## src/verilog/rv_pkg.sv

```systemverilog
package rv_pkg;

    localparam int XLEN       = 32;
    localparam int REG_ADDR_W = 5;

    typedef enum logic [6:0] {
        OP     = 7'b0110011,
        OP_IMM = 7'b0010011,
        LOAD   = 7'b0000011,
        STORE  = 7'b0100011,
        BRANCH = 7'b1100011,
        JAL    = 7'b1101111
    } opcode_e;

    typedef enum logic [1:0] {
        ALU_ADD = 2'd0,
        ALU_SUB = 2'd1,
        ALU_AND = 2'd2,
        ALU_OR  = 2'd3
    } alu_op_e;

    typedef enum logic [1:0] {
        RES_ALU = 2'd0,
        RES_MEM = 2'd1,
        RES_PC4 = 2'd2
    } res_src_e;

    typedef enum logic [1:0] {
        FWD_NONE = 2'd0,
        FWD_WB   = 2'd1,
        FWD_MEM  = 2'd2
    } fwd_sel_e;

    typedef struct packed {
        logic            valid;
        logic [31:0]     instr;
        logic [XLEN-1:0] pc;
        logic [XLEN-1:0] pc_plus4;
    } fd_t;

    typedef struct packed {
        logic                  valid;
        logic                  reg_write;
        res_src_e              res_src;
        logic                  mem_write;
        logic                  branch;
        logic                  jump;
        alu_op_e               alu_op;
        logic                  alu_src;   // Immediate as second operand
        logic [XLEN-1:0]       rd1;
        logic [XLEN-1:0]       rd2;
        logic [REG_ADDR_W-1:0] rs1;
        logic [REG_ADDR_W-1:0] rs2;
        logic [REG_ADDR_W-1:0] rd;
        logic [XLEN-1:0]       imm;
        logic [XLEN-1:0]       pc;
        logic [XLEN-1:0]       pc_plus4;
    } de_t;

    typedef struct packed {
        logic                  valid;
        logic                  reg_write;
        res_src_e              res_src;
        logic                  mem_write;
        logic [XLEN-1:0]       alu_result;
        logic [XLEN-1:0]       write_data;  // Store data
        logic [REG_ADDR_W-1:0] rd;
        logic [XLEN-1:0]       pc_plus4;
    } em_t;

    typedef struct packed {
        logic                  valid;
        logic                  reg_write;
        res_src_e              res_src;
        logic [XLEN-1:0]       alu_result;
        logic [XLEN-1:0]       read_data;
        logic [REG_ADDR_W-1:0] rd;
        logic [XLEN-1:0]       pc_plus4;
    } mw_t;

    typedef struct packed {
        logic                  we;
        logic [REG_ADDR_W-1:0] rd;
        logic [XLEN-1:0]       data;
    } wb_t;

endpackage

```

## src/verilog/execute_stage.sv

```systemverilog
`timescale 1ns/1ps

module execute_stage import rv_pkg::*; (
    input  logic            clk_i,
    input  logic            rst_i,
    input  de_t             de_i,
    input  fwd_sel_e        fwd_a_i,
    input  fwd_sel_e        fwd_b_i,
    input  wb_t             wb_i,
    output logic            pc_src_o,
    output logic [XLEN-1:0] pc_target_o,
    output em_t             em_o
);

    logic [XLEN-1:0] src_a;
    logic [XLEN-1:0] rs2_val;
    logic [XLEN-1:0] src_b;
    logic [XLEN-1:0] alu_result;
    em_t             em_q;

    function automatic logic [XLEN-1:0] fwd_mux(fwd_sel_e sel, logic [XLEN-1:0] reg_val,
                                                logic [XLEN-1:0] mem_val,
                                                logic [XLEN-1:0] wb_val);
        logic [XLEN-1:0] val;
        case (sel)
            FWD_MEM: val = mem_val;
            FWD_WB:  val = wb_val;
            default: val = reg_val;
        endcase
        return val;
    endfunction

    assign src_a   = fwd_mux(fwd_a_i, de_i.rd1, em_q.alu_result, wb_i.data);
    assign rs2_val = fwd_mux(fwd_b_i, de_i.rd2, em_q.alu_result, wb_i.data);
    assign src_b   = de_i.alu_src ? de_i.imm : rs2_val;

    always_comb begin
        case (de_i.alu_op)
            ALU_SUB: alu_result = src_a - src_b;
            ALU_AND: alu_result = src_a & src_b;
            ALU_OR:  alu_result = src_a | src_b;
            default: alu_result = src_a + src_b;
        endcase
    end

    // Resolved here, the two younger slots get flushed
    assign pc_src_o    = de_i.valid && (de_i.jump || (de_i.branch && src_a == rs2_val));
    assign pc_target_o = de_i.pc + de_i.imm;

    always_ff @(posedge clk_i) begin
        if (rst_i) begin
            em_q.valid <= 1'b0;
        end else begin
            em_q <= '{valid: de_i.valid, reg_write: de_i.reg_write,
                      res_src: de_i.res_src, mem_write: de_i.mem_write,
                      alu_result: alu_result, write_data: rs2_val, rd: de_i.rd,
                      pc_plus4: de_i.pc_plus4};
        end
    end

    assign em_o = em_q;

endmodule

```

## config.mk

```make
export PLATFORM = sky130hd
export DESIGN_NAME = execute_stage
export DESIGN_NICKNAME = d
export VERILOG_FILES = /design/src/verilog/rv_pkg.sv /design/src/verilog/execute_stage.sv
export SDC_FILE = /design/constraint.sdc
export NUM_CORES = 1
export LEC_CHECK = 0
export ABC_AREA = 0
export BUFFER_PORTS_ARGS = -buffer_cell sky130_fd_sc_hd__buf_2
export CORE_ASPECT_RATIO = 0.7
export CORE_MARGIN = 3
export CORE_UTILIZATION = 41
export DETAILED_ROUTE_END_ITERATION = 10
export GPL_TIMING_DRIVEN = 0
export PLACE_DENSITY = 0.67
export SLEW_MARGIN = 25
export SYNTH_ARGS = -nofsm -noshare
export SYNTH_HDL_FRONTEND = slang
export SYNTH_SLANG_ARGS = --single-unit
```

## constraint.sdc

```tcl
create_clock -name clk_i -period 8.1 [get_ports clk_i]
set_input_delay 0.81 -clock clk_i [delete_from_list [all_inputs] [get_ports clk_i]]
set_output_delay 0.81 -clock clk_i [all_outputs]
set_load 0.02 [all_outputs]
```

---- Word level (Yosys, flattened, before mapping) ----
Cells that the tools add are included.
storage, ports and cells
  register bits after elaboration ......... 106
  bits of input ports ..................... 229
  output and inout bits ................... 139
  word-level logic and storage cells ...... 28
operators by class
  add/subtract/negate cells ............... 3
  equal/unequal tests ..................... 8
  muxes and demuxes ....................... 4
  bitwise gates (word level) .............. 2
  reduce and logical (&&, ||, !) cells .... 3
operators by type and width
  kind                number
  $pmux 32 s2         2
  $pmux 32 s3         1
  $add 32x32->32      2
  $and 32x32->32      1
  $eq 32x32->1        1
  $mux 32             1
  $or 32x32->32       1
  $sub 32x32->32      1
  $eq 2x2->1 const B  4
  $eq 2x1->1 const B  3
  $logic_and 1x1->1   2
  $logic_or 1x1->1    1

---- Depth between registers and ports, before layout ----
  word-level depth ........................ 6
  depth in mapped cells ................... 27
  depth with buffers taken out ............ 25

---- Worst setup path before layout ----
No wires, ideal clock.
  kind .................................... input port to flip-flop
  from .................................... input de_i[175] (netlist bit)
  to ...................................... register em_q, in the netlist em_o[100], data pin
  library setup time ...................... 0.258 ns
  arrival ................................. 5.599 ns
  required time ........................... 7.842 ns
  slack ................................... 2.243 ns
  stages .................................. 27
  path buffers ............................ 6
  path through ............................ buf_2 > buf_2 > buf_2 > buf_2 > buf_1 > buf_2 > a21oi_1 > ha_1 > inv_1 > nor3_1 > nand2_1 > nor3_1 > nand3_1 > nor2_1 > nor2_1 > xnor2_1 > ha_1 > a21o_1 > a21o_1 > a21o_1 > a21o_1 > a21oi_1 > o22a_1 > nand2_1 > or4_1 > a21oi_1 > nor3_2
between the ends
  cells in the longest elaborated chain, start to end .. 3
  elaborated cells between the ends (all ways) .. 6
  those cells by class .................... 2 x add/sub; 2 x mux; 2 x bitwise
ends and longest elaborated chain
  item                                          RTL line             RTL
  from (decl)                                   execute_stage.sv:6   input de_t de_i,
  $mux 32 *                                     execute_stage.sv:35  assign src_b = de_i.alu_src ? de_i.imm : rs2_val;
  $add 32x32->32, or another cell as far along  execute_stage.sv:42  default: alu_result = src_a + src_b;
  $pmux 32 s3 *                                 execute_stage.sv:38  case (de_i.alu_op)
  net alu_result[31]                            execute_stage.sv:18  logic [XLEN-1:0] alu_result;
  to (signal assigned)                          execute_stage.sv:54  em_q <= '{valid: de_i.valid, reg_write: de_i.reg_write,
  to (decl)                                     execute_stage.sv:19  em_t em_q;
Mark *: on every way through the listed nets, which the timed path passes. The rest lies on a longest branch.
A chain may end at the register's enable or synchronous reset.

---- Worst setup path in the final report ----
Ends and elaborated chain as after synthesis.

==> impl_metrics.csv <==
group,metric,value,unit
run_status,status,"completed",
hold_path,min_path_cells,1,
yosys,synth_nets,1422,
setup_path,path_class,"primary input to register",
grt,grt.total_usage,0.321,
yosys,yosys.area_share.simple,0.145,
sta,slew_viol_final,0,
clock_tree,cts_made_buffers,9,
cells_and_area,synthToLayoutAreaGrowth,25.0,%
yosys,synth_compound_area_frac,0.241,
cells_and_area,final_area,12400,sq um
power,clkPwrFrac,0.184,
placement,dpl-instance-area,12100,sq um
floorplan,start_util,0.427,
sta,final.setup_skew,0.0170,ns
yosys,syn_inst,1115,
sta,setup_tns,0,ns
cells_and_area,final_common_cell,"buf_2",
placement,port_buffers,350,
yosys,ys_seq_elements,106,
routing,drtIter0Drc,1510,
setup_path,reg2reg_depth,21,
floorplan,die_x,192,um
clock_tree,cts_tree,"yes",
placement,dpl.hpwl,36800,um
power,p_sw,1.05,mW
setup_path,cp_common_cell,"buf_2",
yosys,synthMuxAreaShare,0.0233,
setup_path,worst-path-buf-inv,8,
power,power.density,194,nW/um^2
yosys,synth_top_family_by_area,"compound AO/OA/AOI/OAI gates",
routing,drcViolationCount,0,
clock_tree,clock_sinks,106,
floorplan,core,23200,sq um
clock_tree,cts_root_buf,"clkbuf_16",
cells_and_area,largest_register_ffs,106,
clock_tree,postCtsSetupRepairBufs,0,
routing,num_vias,10700,
hold_path,hp-class,"primary input to register",
grt,grt_start_max_net_pins,57,
yosys,async_flop_share,0,
clock_tree,htreeDepth,3,
cells_and_area,final_util,0.534,
sta,setup_viol,0,
sta,timing.slew.headroom,0.309,
power,power.internal,1.35,mW
routing,wl_per_cell,24.5,um
setup_path,slowest_stage,"nor3_1",
setup_path,crit_path_max_incr_delay,0.59,ns
power,p_leak,5.49,nW
sta,finalHoldViolations,0,
setup_path,cp_top_family,"simple AND/OR/NAND/NOR gates",
placement,dp_cells,1778,
power,combPwrFrac,0.506,
clock_tree,clkLatencyLatePin,0.37,ns
clock_tree,clkSlewWorstSetupHoldPaths,0.09,ns
yosys,ys.flop_type,"edfxtp_1",
flow_run,drv_cap,0,
cells_and_area,nFillCells,2215,
setup_path,cp-start-kind,"primary input",
setup_path,critPathMaxFanout,10,
grt,antenna_found_initial,3,
floorplan,die_height,136,um
power,seqPwrFrac,0.310,
routing,drtPass1Iterations,8,
yosys,syn-cell-area,9900,sq um
sta,tightest_slew,1.03,ns
cells_and_area,final_nets,1784,
yosys,synthDistinctLibCells,76,
yosys,synth_edf_count,105,
yosys,yosys_warnings,0,
grt,grt_pass1_vias,9805,
floorplan,ios,368,
power,switching_share,0.436,
cells_and_area,final_cell_mix,"366 x buf_2, 112 x nand2_1, 105 x edfxtp_1",
sta,fin_crit_sh,0.914,
sta,rsz0062_at_grt,"no",
yosys,synthAdderAreaFrac,0.126,
floorplan,die_area,26100,sq um
setup_path,cp.required,8.23,ns
placement,place_congestion,1.05,
clock_tree,hold_buffers,0,
setup_path,worst_ep_arrival_time,7.53,ns
grt,grt-ovfl-total,0,
routing,routed_wl,44100,um
yosys,syn_area_per_cell,8.88,sq um
yosys,yosys.area_share.xor_xnor,0.101,
power,irDropWorstVdd,0.105,mV
clock_tree,clk_path_buf_depth,2,
routing,vias_per_cell,5.96,
routing,ant_nets,0,
setup_path,critPathCaptureType,"register",
cells_and_area,final_cells,1798,
sta,fmax,135,MHz
sta,finalCriticalPeriod,7.40,ns
setup_path,cp.depth,28,
floorplan,rows,46,
grt,grt_first_pass_wirelength,62200,um
yosys,seq_area_frac_synth,0.320,
clock_tree,post_cts_resized,0,
cells_and_area,drive_gt1_frac,0.282,
layout make-up:
cell class / instances / area, sq um / share of cell area
multi-input combinational: 910 / 6310 / 0.510
sequential: 106 / 3170 / 0.256
timing repair buffer: 351 / 1780 / 0.144
tap: 312 / 390 / 0.0315
buffer: 49 / 234 / 0.0189
clock buffer: 10 / 229 / 0.0185
inverter: 50 / 193 / 0.0156
clock inverter: 6 / 61.3 / 0.00495
antenna: 4 / 10.0 / 0.000809
worst paths after layout:
| kind | start | slack (ns) | to |
|---|---|---|---|
| worst max-delay path | de_i[175] | 0.70 | em_o[100]$_DFFE_PN_ |
| worst min-delay path | de_i[6] | 0.61 | em_o[6]$_DFFE_PN_ |
| worst max register to register | em_o[72]$_DFFE_PN_ | 1.79 | em_o[100]$_DFFE_PN_ |
| worst min register to register | em_o[98]$_DFFE_PN_ | 0.85 | em_o[66]$_DFFE_PN_ |
kinds of logic (layout without fill, tap and decap cells):
family / after synthesis / in the layout
buf+inv: 99 / 466
compound gates: 367 / 367
simple gates: 304 / 304
mux: 21 / 21
xor+xnor: 114 / 114
fa+ha+maj: 104 / 104
other cells: 0 / 4
flops: 106 / 106
power by group through the flow:
stage          combinational [mW]  sequential [mW]  clock [mW]
3_5_place_dp                 1.17            0.751           0
4_1_cts                      1.18            0.739       0.446
6_report                     1.21            0.744       0.441
3_3_place_gp                 1.17            0.753           0
2_1_floorplan               0.704            0.817           0
5_1_grt                      1.30            0.745       0.464
metrics by stage:
step | setup slack [ns] | hold WS (ns) | total power [mW]
finish | 0.700 | 0.612 | 2.40
global placement | 0.644 | 0.799 | 1.92
floorplan | 2.24 | 0.815 | 1.52
detailed placement | 0.581 | 0.793 | 1.93
CTS | 0.949 | 0.610 | 2.37
global route | 0.352 | 0.608 | 2.51
per-layer routing:
layer,up-vias,part of all wire,GRT usage
met3,90,0.12,0.0832
li1,4891,-,-
met4,0,0.027,0.0941
met1,5078,0.43,0.473
met2,666,0.42,0.459
met5,-,0,0
synth_stat cells (15+ instances only):
| cell | n | share of area |
|---|---|---|
| nand2_1 | 112 | 0.042 |
| edfxtp_1 | 105 | 0.32 |
| o21ai_0 | 85 | 0.043 |
| a21oi_1 | 84 | 0.042 |
| nor2_1 | 81 | 0.031 |
| ha_1 | 76 | 0.096 |
| xnor2_1 | 74 | 0.065 |
| a22oi_1 | 53 | 0.040 |
| inv_1 | 50 | 0.019 |
| xor2_1 | 40 | 0.035 |
| a21o_1 | 26 | 0.020 |
| maj3_1 | 26 | 0.026 |
| clkbuf_1 | 25 | 0.0095 |
| nor2b_1 | 21 | 0.013 |
| o31ai_1 | 17 | 0.013 |
| buf_2 | 16 | 0.0081 |
| mux2_2 | 16 | 0.018 |
| a31oi_1 | 15 | 0.0095 |
Note: power is estimated with default switching activity, not from simulation.
