<file path="config.mk">
export PLATFORM = sky130hd
export DESIGN_NAME = hazard_unit
export DESIGN_NICKNAME = d
export VERILOG_FILES = /design/src/verilog/rv_pkg.sv /design/src/verilog/hazard_unit.sv
export SDC_FILE = /design/constraint.sdc
export NUM_CORES = 1
export LEC_CHECK = 0
export ABC_CLOCK_PERIOD_IN_PS = 1600
export BUFFER_PORTS_ARGS = -buffer_cell sky130_fd_sc_hd__buf_4
export CORE_AREA = 2 2 137 139
export DETAILED_ROUTE_END_ITERATION = 12
export DIE_AREA = 0 0 139 141
export GPL_ROUTABILITY_DRIVEN = 0
export GPL_TIMING_DRIVEN = 1
export SYNTH_ARGS = -nofsm -noshare
export SYNTH_HDL_FRONTEND = slang
export SYNTH_SLANG_ARGS = --single-unit
export TNS_END_PERCENT = 30
</file>
<file path="constraint.sdc">
create_clock -name vclk -period 1.6
set_clock_uncertainty 0.15 [all_clocks]
set_input_delay 0.08 -clock vclk [all_inputs]
set_output_delay 0.08 -clock vclk [all_outputs]
set_load 0.01 [all_outputs]
</file>
<file path="src/verilog/rv_pkg.sv">
package rv_pkg;

    localparam int XLEN       = 32;
    localparam int REG_ADDR_W = 5;

    typedef enum logic [6:0] {
        OP     = 7'b0110011,
        OP_IMM = 7'b0010011,
        LOAD   = 7'b0000011,
        STORE  = 7'b0100011,
        BRANCH = 7'b1100011,
        JAL    = 7'b1101111
    } opcode_e;

    typedef enum logic [1:0] {
        ALU_ADD = 2'd0,
        ALU_SUB = 2'd1,
        ALU_AND = 2'd2,
        ALU_OR  = 2'd3
    } alu_op_e;

    typedef enum logic [1:0] {
        RES_ALU = 2'd0,
        RES_MEM = 2'd1,
        RES_PC4 = 2'd2
    } res_src_e;

    typedef enum logic [1:0] {
        FWD_NONE = 2'd0,
        FWD_WB   = 2'd1,
        FWD_MEM  = 2'd2
    } fwd_sel_e;

    typedef struct packed {
        logic            valid;
        logic [31:0]     instr;
        logic [XLEN-1:0] pc;
        logic [XLEN-1:0] pc_plus4;
    } fd_t;

    typedef struct packed {
        logic                  valid;
        logic                  reg_write;
        res_src_e              res_src;
        logic                  mem_write;
        logic                  branch;
        logic                  jump;
        alu_op_e               alu_op;
        logic                  alu_src;   // Immediate as second operand
        logic [XLEN-1:0]       rd1;
        logic [XLEN-1:0]       rd2;
        logic [REG_ADDR_W-1:0] rs1;
        logic [REG_ADDR_W-1:0] rs2;
        logic [REG_ADDR_W-1:0] rd;
        logic [XLEN-1:0]       imm;
        logic [XLEN-1:0]       pc;
        logic [XLEN-1:0]       pc_plus4;
    } de_t;

    typedef struct packed {
        logic                  valid;
        logic                  reg_write;
        res_src_e              res_src;
        logic                  mem_write;
        logic [XLEN-1:0]       alu_result;
        logic [XLEN-1:0]       write_data;  // Store data
        logic [REG_ADDR_W-1:0] rd;
        logic [XLEN-1:0]       pc_plus4;
    } em_t;

    typedef struct packed {
        logic                  valid;
        logic                  reg_write;
        res_src_e              res_src;
        logic [XLEN-1:0]       alu_result;
        logic [XLEN-1:0]       read_data;
        logic [REG_ADDR_W-1:0] rd;
        logic [XLEN-1:0]       pc_plus4;
    } mw_t;

    typedef struct packed {
        logic                  we;
        logic [REG_ADDR_W-1:0] rd;
        logic [XLEN-1:0]       data;
    } wb_t;

endpackage

</file>
<file path="src/verilog/hazard_unit.sv">
`timescale 1ns/1ps

module hazard_unit import rv_pkg::*; (
    input  de_t                   de_i,
    input  em_t                   em_i,
    input  wb_t                   wb_i,
    input  logic [REG_ADDR_W-1:0] rs1_d_i,
    input  logic [REG_ADDR_W-1:0] rs2_d_i,
    input  logic                  pc_src_i,
    output fwd_sel_e              fwd_a_o,
    output fwd_sel_e              fwd_b_o,
    output logic                  stall_f_o,
    output logic                  stall_d_o,
    output logic                  flush_d_o,
    output logic                  flush_e_o
);

    logic load_use;

    // Youngest producer wins, so memory stage is checked first
    function automatic fwd_sel_e fwd_select(logic [REG_ADDR_W-1:0] rs, em_t em, wb_t wb);
        fwd_sel_e sel;
        sel = FWD_NONE;
        if (em.valid && em.reg_write && em.rd != '0 && em.rd == rs) begin
            sel = FWD_MEM;
        end else if (wb.we && wb.rd == rs) begin
            sel = FWD_WB;
        end
        return sel;
    endfunction

    assign fwd_a_o = fwd_select(de_i.rs1, em_i, wb_i);
    assign fwd_b_o = fwd_select(de_i.rs2, em_i, wb_i);

    // Load result not ready until writeback
    assign load_use = de_i.valid && de_i.res_src == RES_MEM && de_i.rd != '0 &&
                      (de_i.rd == rs1_d_i || de_i.rd == rs2_d_i);

    assign stall_f_o = load_use;
    assign stall_d_o = load_use;
    assign flush_d_o = pc_src_i;
    assign flush_e_o = load_use || pc_src_i;

endmodule

</file>
---- After elaboration in Yosys (flattened, before gate mapping) ----
Cells that the tools add are included.
storage, ports and cells
  register bits ........................... 0
  word-level logic and storage cells ...... 24
  output and inout port bits .............. 8
  input bits .............................. 340
operators by class
  reductions and logical operators ........ 13
  eq/ne operators ......................... 7
  multiplexer cells ....................... 4
operators by type and width
  kind                count
  $eq 5x5->1          6
  $reduce_bool 5->1   2
  $logic_and 1x1->1   9
  $mux 2              2
  $eq 2x1->1 const B  1
  $logic_or 1x1->1    2
  $mux 1              2

---- Longest topological paths before layout ----
Gate-level depths: netlist of run 1.
  word-level depth ........................ 5
  gate-level depth with buffers ........... 5
  mapped depth without buffers ............ 4

---- Worst setup path after synthesis of run 1 ----
Ideal clock, no wire load.
  path kind ............................... input to output
  start ................................... input port em_i[35] (netlist bit)
  end ..................................... output port fwd_a_o[0]
  data arrival time ....................... 1.071 ns
  path slack .............................. 0.299 ns
  path buffers ............................ 0
  data required time ...................... 1.370 ns
  stages .................................. 4
  path through ............................ or4_1 -> o211ai_2 -> nor4_1 -> nor2_1
between the ends
  cells in the longest elaborated chain, start to end .. 4
  elaborated cells between the ends (all ways) .. 5
  classes of those cells .................. eq/ne: 1; mux: 1; reduce/logical: 3
RTL lines
  what                 RTL line           text
  start, declared      hazard_unit.sv:5   input em_t em_i,
  $reduce_bool 5->1    hazard_unit.sv:24  if (em.valid && em.reg_write && em.rd != '0 && em.rd == rs) begin
  $logic_and 1x1->1    hazard_unit.sv:24
  $logic_and 1x1->1 *  hazard_unit.sv:24
  $mux 2 *             hazard_unit.sv:24
  end, declared        hazard_unit.sv:10  output fwd_sel_e fwd_a_o,
Every way passes the cells marked *; elsewhere a longest branch is shown, timed or not.

---- Worst setup path after layout of run 1 ----
  start ................................... input port em_i[33] (netlist bit)
  end ..................................... output port fwd_b_o[0]
between the ends
  cells in the longest elaborated chain, start to end .. 4
  elaborated cells between the ends (all ways) .. 5
  classes of those cells .................. eq/ne: 1; mux: 1; reduce/logical: 3
RTL lines
  what                 RTL line           text
  $reduce_bool 5->1    hazard_unit.sv:24
  $logic_and 1x1->1    hazard_unit.sv:24
  $logic_and 1x1->1 *  hazard_unit.sv:24
  $mux 2 *             hazard_unit.sv:24
  end, declared        hazard_unit.sv:11  output fwd_sel_e fwd_b_o,
Marks and branches as above.

==> summary by stage, run 1 <==
STA
The total setup violations reported at the end of the flow is 0. The share of the clock period used by the worst path is a little over nine tenths. After routing, the total negative slack on setup checks comes to 0 ps. The final worst slack is approximately 33 ps.

The highest achievable clock rate is 0.638 GHz. Across all hold checks on the routed design, the worst slack comes to between 150 and 200 ps. After layout, the minimum clock period comes to 1570 ps. Setup repair after global routing could not meet its margin everywhere. The max-slew violation total from the final report is 0.

The count of endpoints failing hold in the final timing report is 0. The headroom to the max-slew limit is between 70% and 80%. At the pin with the least slew margin, the transition time is 400 ps.

Logic synthesis
The post-synthesis average cell area is approximately 7.4 um2. The biggest area consumer among synthesized cells is sky130_fd_sc_hd__xor2_1. The mapped cell area is roughly 410 um2. Synthesis produced 55 cells. After synthesis, the cell types taking the most area are sky130_fd_sc_hd__xor2_1 47%, sky130_fd_sc_hd__xnor2_1 17%, sky130_fd_sc_hd__nor4_1 6.2%. The sequential fraction of the synthesis area is 0%.

The post-synthesis net count is 395. The Yosys step of the flow raised 0 warnings. The fraction of synthesized cell area taken by the top area cell type is 47.4%.

The number of distinct library cell variants in the gate-level netlist after synthesis is 13.

Place
Timing analysis after detailed placement gives a worst setup slack of -78.3 ps. The detailed placer's ending HPWL is about 2400 um. The number of port buffers is 50. The cell count after placement is between 300 and 400.

Power
The switching power as a share of total power is 42.3%. The share of total power dissipated in the clock network is 0%. Of the total power, registers draw 0%. The leakage power summed over all cells is roughly 0.42 nW. Cell internal power was estimated by the tool at 128 uW. The cell area power density is around 190 nW/um2. The design draws between 200 and 250 uW.

Across the VDD grid, the largest voltage drop is approximately 69 uV. Summed over all nets, the switching power comes to around 94 uW. Of the total power, combinational logic draws 100.0%.

Worst setup path
The required time of the worst setup path is 1370 ps. STA classifies the critical path startpoint as an input port. The arrival time at the worst endpoint is roughly 1300 ps. The cell type of the slowest stage on the worst timing path is sky130_fd_sc_hd__or4_4. The cell family contributing the most delay on the critical path is simple AND/OR/NAND/NOR gates. The launching element of the worst setup path is em_i[33].

The endpoint of the worst setup timing path is fwd_b_o[0]. The worst setup path is captured at a primary output. The critical path is of the input port to primary output type.

The critical-path maximum fanout is 2. The depth of the critical timing path with buffers and inverters included is 6. Traced cell by cell, the critical path runs through buf_6 > or4_4 > o211ai_4 > nor4_4 > nor2_2 > buf_4.

The largest single stage delay on the critical path is between 500 and 600 ps. The buffering stage count on the worst path with inverters included is 2.

Global routing
The number of antenna violations at the first check in global routing is 0. In the global route stage, overall resource usage came out at under 10%. Summed over all layers, the global routing overflow is 0. Entering global routing, the biggest net connects 4 pins. The wire length of the first global-routing pass is 3640 um.

The via count of the first global-routing pass is between 500 and 600.

Final layout
The net count of the finished layout is 450. In the final layout, flip-flops and latches occupy 0 um2. The number of antenna diodes in the final layout is 0. Of the cells placed in the final design, the portion with a size suffix greater than 1 is between 50% and 60%.

The non-filler instance count after layout is 342. There are 0 flip-flops and latches. The layout-stage area growth over the synthesis result is 183%. Counting the clock-network buffers in the layout gives 0.

Routing
The overall routed net length is between 2000 and 3000 um. Wire segments on met3 add up to 358 um in the final route. The detailed-router iteration count before antenna repair is 4. For this block, the via count after detailed routing is ~570. The initial DRC count is 9. Dividing the detail-routed wire length by the instance count gives 7.76 um. The highest routed metal layer is met3. For this run, design rule violations remaining after detail routing come to 0. The via density per instance is ~1.7.

The count of nets left with antenna violations after detail routing is 0. The routed length on met2 is slightly above 1000 um. In the final routing, the length of wire on met1 measures 1270 um.

Flow run
The max-capacitance violation count is 0.

Floorplanning
Row generation in the floorplan step produced 50 rows. The die width is about 140 um. The placeable core region is 18300 um2. The boundary pin count is between 300 and 400.

The die span in y is 141 um. The area of the die is about 20000 um2. The starting density of the core is roughly 2.2%.

Worst hold path
The number of cells on the worst hold path is 2. The class of the tightest hold or removal check is input port to primary output.

Status
The flow ran to the end, and the final reports show no timing, DRC or antenna violations.

Clocking
The quantity of hold-fixing buffers added after cts is 0.
-- synth_stat cells --
cell type,count
sky130_fd_sc_hd__nand2_1,1
sky130_fd_sc_hd__o21bai_1,1
sky130_fd_sc_hd__o21ai_0,1
sky130_fd_sc_hd__buf_4,2
sky130_fd_sc_hd__nor4_1,4
sky130_fd_sc_hd__xor2_1,22
sky130_fd_sc_hd__nor2_1,6
sky130_fd_sc_hd__xnor2_1,8
sky130_fd_sc_hd__nor3_1,2
sky130_fd_sc_hd__nand3_1,4
sky130_fd_sc_hd__o211ai_2,1
sky130_fd_sc_hd__a22oi_1,1
sky130_fd_sc_hd__or4_1,2
-- metal layers --
layer | global-route usage (%) | up-vias
met1 | 3.71 | 253
li1 | - | 293
met2 | 3.32 | 19
met3 | 1.43 | 0
met5 | 0 | -
met4 | 0 | 0
-- layout by cell type (no fill, tap or decap), drive strengths merged --
cell    instances
a22oi           1
buf            55
nand2           1
nand3           4
nor2            6
nor3            2
nor4            4
o211ai          1
o21ai           1
o21bai          1
or4             2
xnor2           8
xor2           22
-- final cells by class --
| cell class | count | area, um2 |
|---|---|---|
| Tap cell | 234 | 293 |
| Multi-Input combinational cell | 53 | 437 |
| Fill cell | 2178 | 17100 |
| Timing Repair Buffer | 55 | 420 |
-- cells by family after synthesis --
| kind of cell | Yosys count | share of synthesized area (%) |
|---|---|---|
| AOI/OAI and AO/OA | 4 | 8.00 |
| buffers and inverters | 2 | 3.69 |
| and+or+nand+nor | 19 | 23.7 |
| xor gates and xnor gates | 30 | 64.6 |
-- power by group through the flow --
stage | registers [mW] | logic [mW] | clock network [mW]
after floorplan | 0 | 0.0727 | 0
after global placement | 0 | 0.203 | 0
after detailed placement | 0 | 0.206 | 0
after CTS | 0 | 0.217 | 0
after global routing | 0 | 0.244 | 0
final | 0 | 0.222 | 0
-- repair_timing --
item,CTS,global route
setup endpoints to repair,2,3
gates resized for setup,6,3
setup buffers,0,1
pin swaps,4,4
-- through the flow --
stage	utilization, %	instance area (um2)
final	6.29	1150
after global routing	6.29	1150
after CTS	6.16	1130
after detailed placement	6.05	1100
after global placement	6.05	1100
after floorplan	-	407
-- worst min-delay path by stage --
stage,from,endpoint,slack [ps]
global placement,pc_src_i,flush_d_o,200
global route,pc_src_i,flush_d_o,210
floorplan,pc_src_i,flush_d_o,100
finish,pc_src_i,flush_d_o,200
detailed placement,pc_src_i,flush_d_o,200
CTS,pc_src_i,flush_d_o,200
(Power assumes the default switching activity.)
==> run 2, diff against run 1 <==
--- a/config.mk
+++ b/config.mk
@@ -7,11 +7,14 @@
 export LEC_CHECK = 0
 export ABC_CLOCK_PERIOD_IN_PS = 1600
 export BUFFER_PORTS_ARGS = -buffer_cell sky130_fd_sc_hd__buf_4
+export CELL_PAD_IN_SITES_DETAIL_PLACEMENT = 1
+export CELL_PAD_IN_SITES_GLOBAL_PLACEMENT = 1
 export CORE_AREA = 2 2 137 139
 export DETAILED_ROUTE_END_ITERATION = 12
 export DIE_AREA = 0 0 139 141
 export GPL_ROUTABILITY_DRIVEN = 0
 export GPL_TIMING_DRIVEN = 1
+export PLACE_DENSITY_LB_ADDON = 0.1
 export SYNTH_ARGS = -nofsm -noshare
 export SYNTH_HDL_FRONTEND = slang
 export SYNTH_SLANG_ARGS = --single-unit
==> run 2 against run 1 <==
Maximum frequency down 0.81%; worst setup slack worse by 13 ps; sequential cell count unchanged; sequential share of layout area unchanged; non-clock buffer count up 1; die area unchanged; design area down 2.1%; utilization down 0.13 points; final cell count up 0.29%; largest power group unchanged; power down 2.6%; critical path depth up 1.
==> summary by stage, run 2 (same netlist as run 1, synthesis figures left out) <==
Final layout
The non-filler instance count after layout is roughly 340. The fraction of final layout cells with drive strength greater than 1 is a little under three fifths. In the final layout, the multi-input gates occupy between 400 and 500 um2. The share of the core filled with cells is slightly above 6%. Sequential cells placed in the final layout were counted as 0. The final net count is between 400 and 500. From synthesis to final layout, the design area changed by 177%. After routing the design area is approximately 1100 um2.

The library cells used most frequently in the layout, excluding fill and tap cells, are 56 x sky130_fd_sc_hd__buf_4, 22 x sky130_fd_sc_hd__xor2_1, 8 x sky130_fd_sc_hd__xnor2_1, 4 x sky130_fd_sc_hd__nand3_1, 4 x sky130_fd_sc_hd__nor2_1. Counting the fill cells in the layout gives about 2200. The most common library cell in the layout ignoring fill and taps is sky130_fd_sc_hd__buf_4. The area taken by flip-flops and latches is 0 um2. The layout has 0 clock buffers. The repair_antennas step left the layout with diodes totalling 0.

Place
Summing all placed instances gives a cell area of ~1100 um2. The detailed placer's ending HPWL is between 2000 and 3000 um. The number of port buffers is 50.

The cell count after placement is roughly 340. The pre-CTS setup slack is -23.0 ps.

Worst setup path
STA puts the critical path data required time at approximately 1400 ps. The cell family contributing the most delay on the critical path is simple AND/OR/NAND/NOR gates. The launching element of the worst setup path is em_i[35]. Of all nets on the critical path, the largest fanout is 2. The critical path launch point type is an input port. The arrival time at the worst endpoint is about 1400 ps. The most numerous cell type found on the critical path is sky130_fd_sc_hd__buf_4. The type of element capturing the critical path is a primary output. The largest incremental delay on the critical path is approximately 520 ps. The cell type of the slowest stage on the worst timing path is sky130_fd_sc_hd__or4_4. The critical path contains buffers and inverters numbering 3 combined.

The category of the critical setup timing path is input port to primary output. The signal on the critical path passes through buf_4 > or4_4 > o211ai_2 > nor4_2 > buf_4 > nor2_2 > buf_4.

Routing
The mean routed wirelength per cell is between 8 and 9 um. The detailed-router iteration count before antenna repair is 2. The initial DRC count is 9. Detailed routing inserted a total of ~570 vias.

The DRC violations left is 0. Wires add up to approximately 3100 um. The via density per instance is 1.67. The count of nets left with antenna violations after detail routing is 0.

Floorplanning
The placeable core region is between 15000 and 20000 um2. The initial utilization of the core area, before any placement, comes to 2.23%. The boundary pin count is approximately 350. The area of the die is just under 20000 um2. The number of rows in the core area is 50.

The die is between 100 and 150 um tall. From left edge to right edge, the die measures roughly 140 um.

Power
Summing internal, switching and leakage power gives roughly 220 uW. For this design the ratio of total power to cell area is 192 nW/um2. The highest ir drop seen on vdd is around 26 uV.

The leakage power summed over all cells is between 0.4 and 0.5 nW.

Worst hold path
The launch point of the worst hold path is pc_src_i. The min-delay analysis places its worst path in the category input port to primary output.

STA
The transition at the pin with the smallest max-transition slack is about 470 ps. Setup violations remaining at the end of the flow were counted as 0. The headroom to the max-slew limit is between 60% and 70%. Static timing analysis puts the maximum clock frequency at 0.633 GHz. The count of endpoints failing hold in the final timing report came to 0. The worst path in the final design needs a cycle of 1580 ps, including I/O delays and setup. The max-slew violation total from the final report came to 0. The share of the clock period used by the worst path is about 100%. Setup repair after global routing could not meet its margin everywhere. The final worst hold slack is about 200 ps. Setup slack on the critical path of the routed design comes to roughly 20 ps. Summed over all failing endpoints, the final setup total negative slack is 0 ps.

Global routing
Global routing consumed, on the met2 layer, 4.67% of the routing resources. The total overflow left after global routing is 0. Global routing used 2.96% of the available tracks. The number of antenna violations at the first check in global routing is 0. For met1 alone, demand over resource in global routing was 4.61%. Entering global routing, the biggest net connects 4 pins. The met3 capacity usage during global routing is less than 1%. The first global-routing pass estimated 4280 um of wire. The via count of the first global-routing pass is 665. The layer flagged by global routing as most heavily used is met2.

Clocking
After clock tree synthesis, the setup repair step added 0 buffers. The quantity of hold-fixing buffers added after cts is 0.

Flow run
The tool flagged a number of max-cap violations equal to 0.

Status
The run finished with clean final reports.
## run 2: cell count changes in the layout (fill, tap and decap cells not counted), sizes merged
cell / delta
buf: +1
## run 2: cell type report
type	instances	area share, %
Multi-Input combinational cell	53	36.7
Timing Repair Buffer	56	37.3
Tap cell	234	26.0
## run 2: layer usage
layer  up-vias  part of all wire (%)
met2        20                    43
met3         0                   3.3
met5         -                     0
met4         0                     0
met1       258                    53
li1        295                     -
## run 2: where the power goes
| part | internal [mW] | switching [mW] |
|---|---|---|
| Clock | 0 | 0 |
| Combinational | 0.125 | 0.0916 |
| Sequential | 0 | 0 |
| Total | 0.125 | 0.0916 |
## run 2: repair_timing
action                                  CTS  global route
pin swaps                                 4             0
resized for setup                         5             0
endpoints found under the setup margin    2             3
## run 2: final timing paths
check,to,cells after the start
worst min-delay path,flush_d_o,2
worst max-delay path,fwd_b_o[0],7
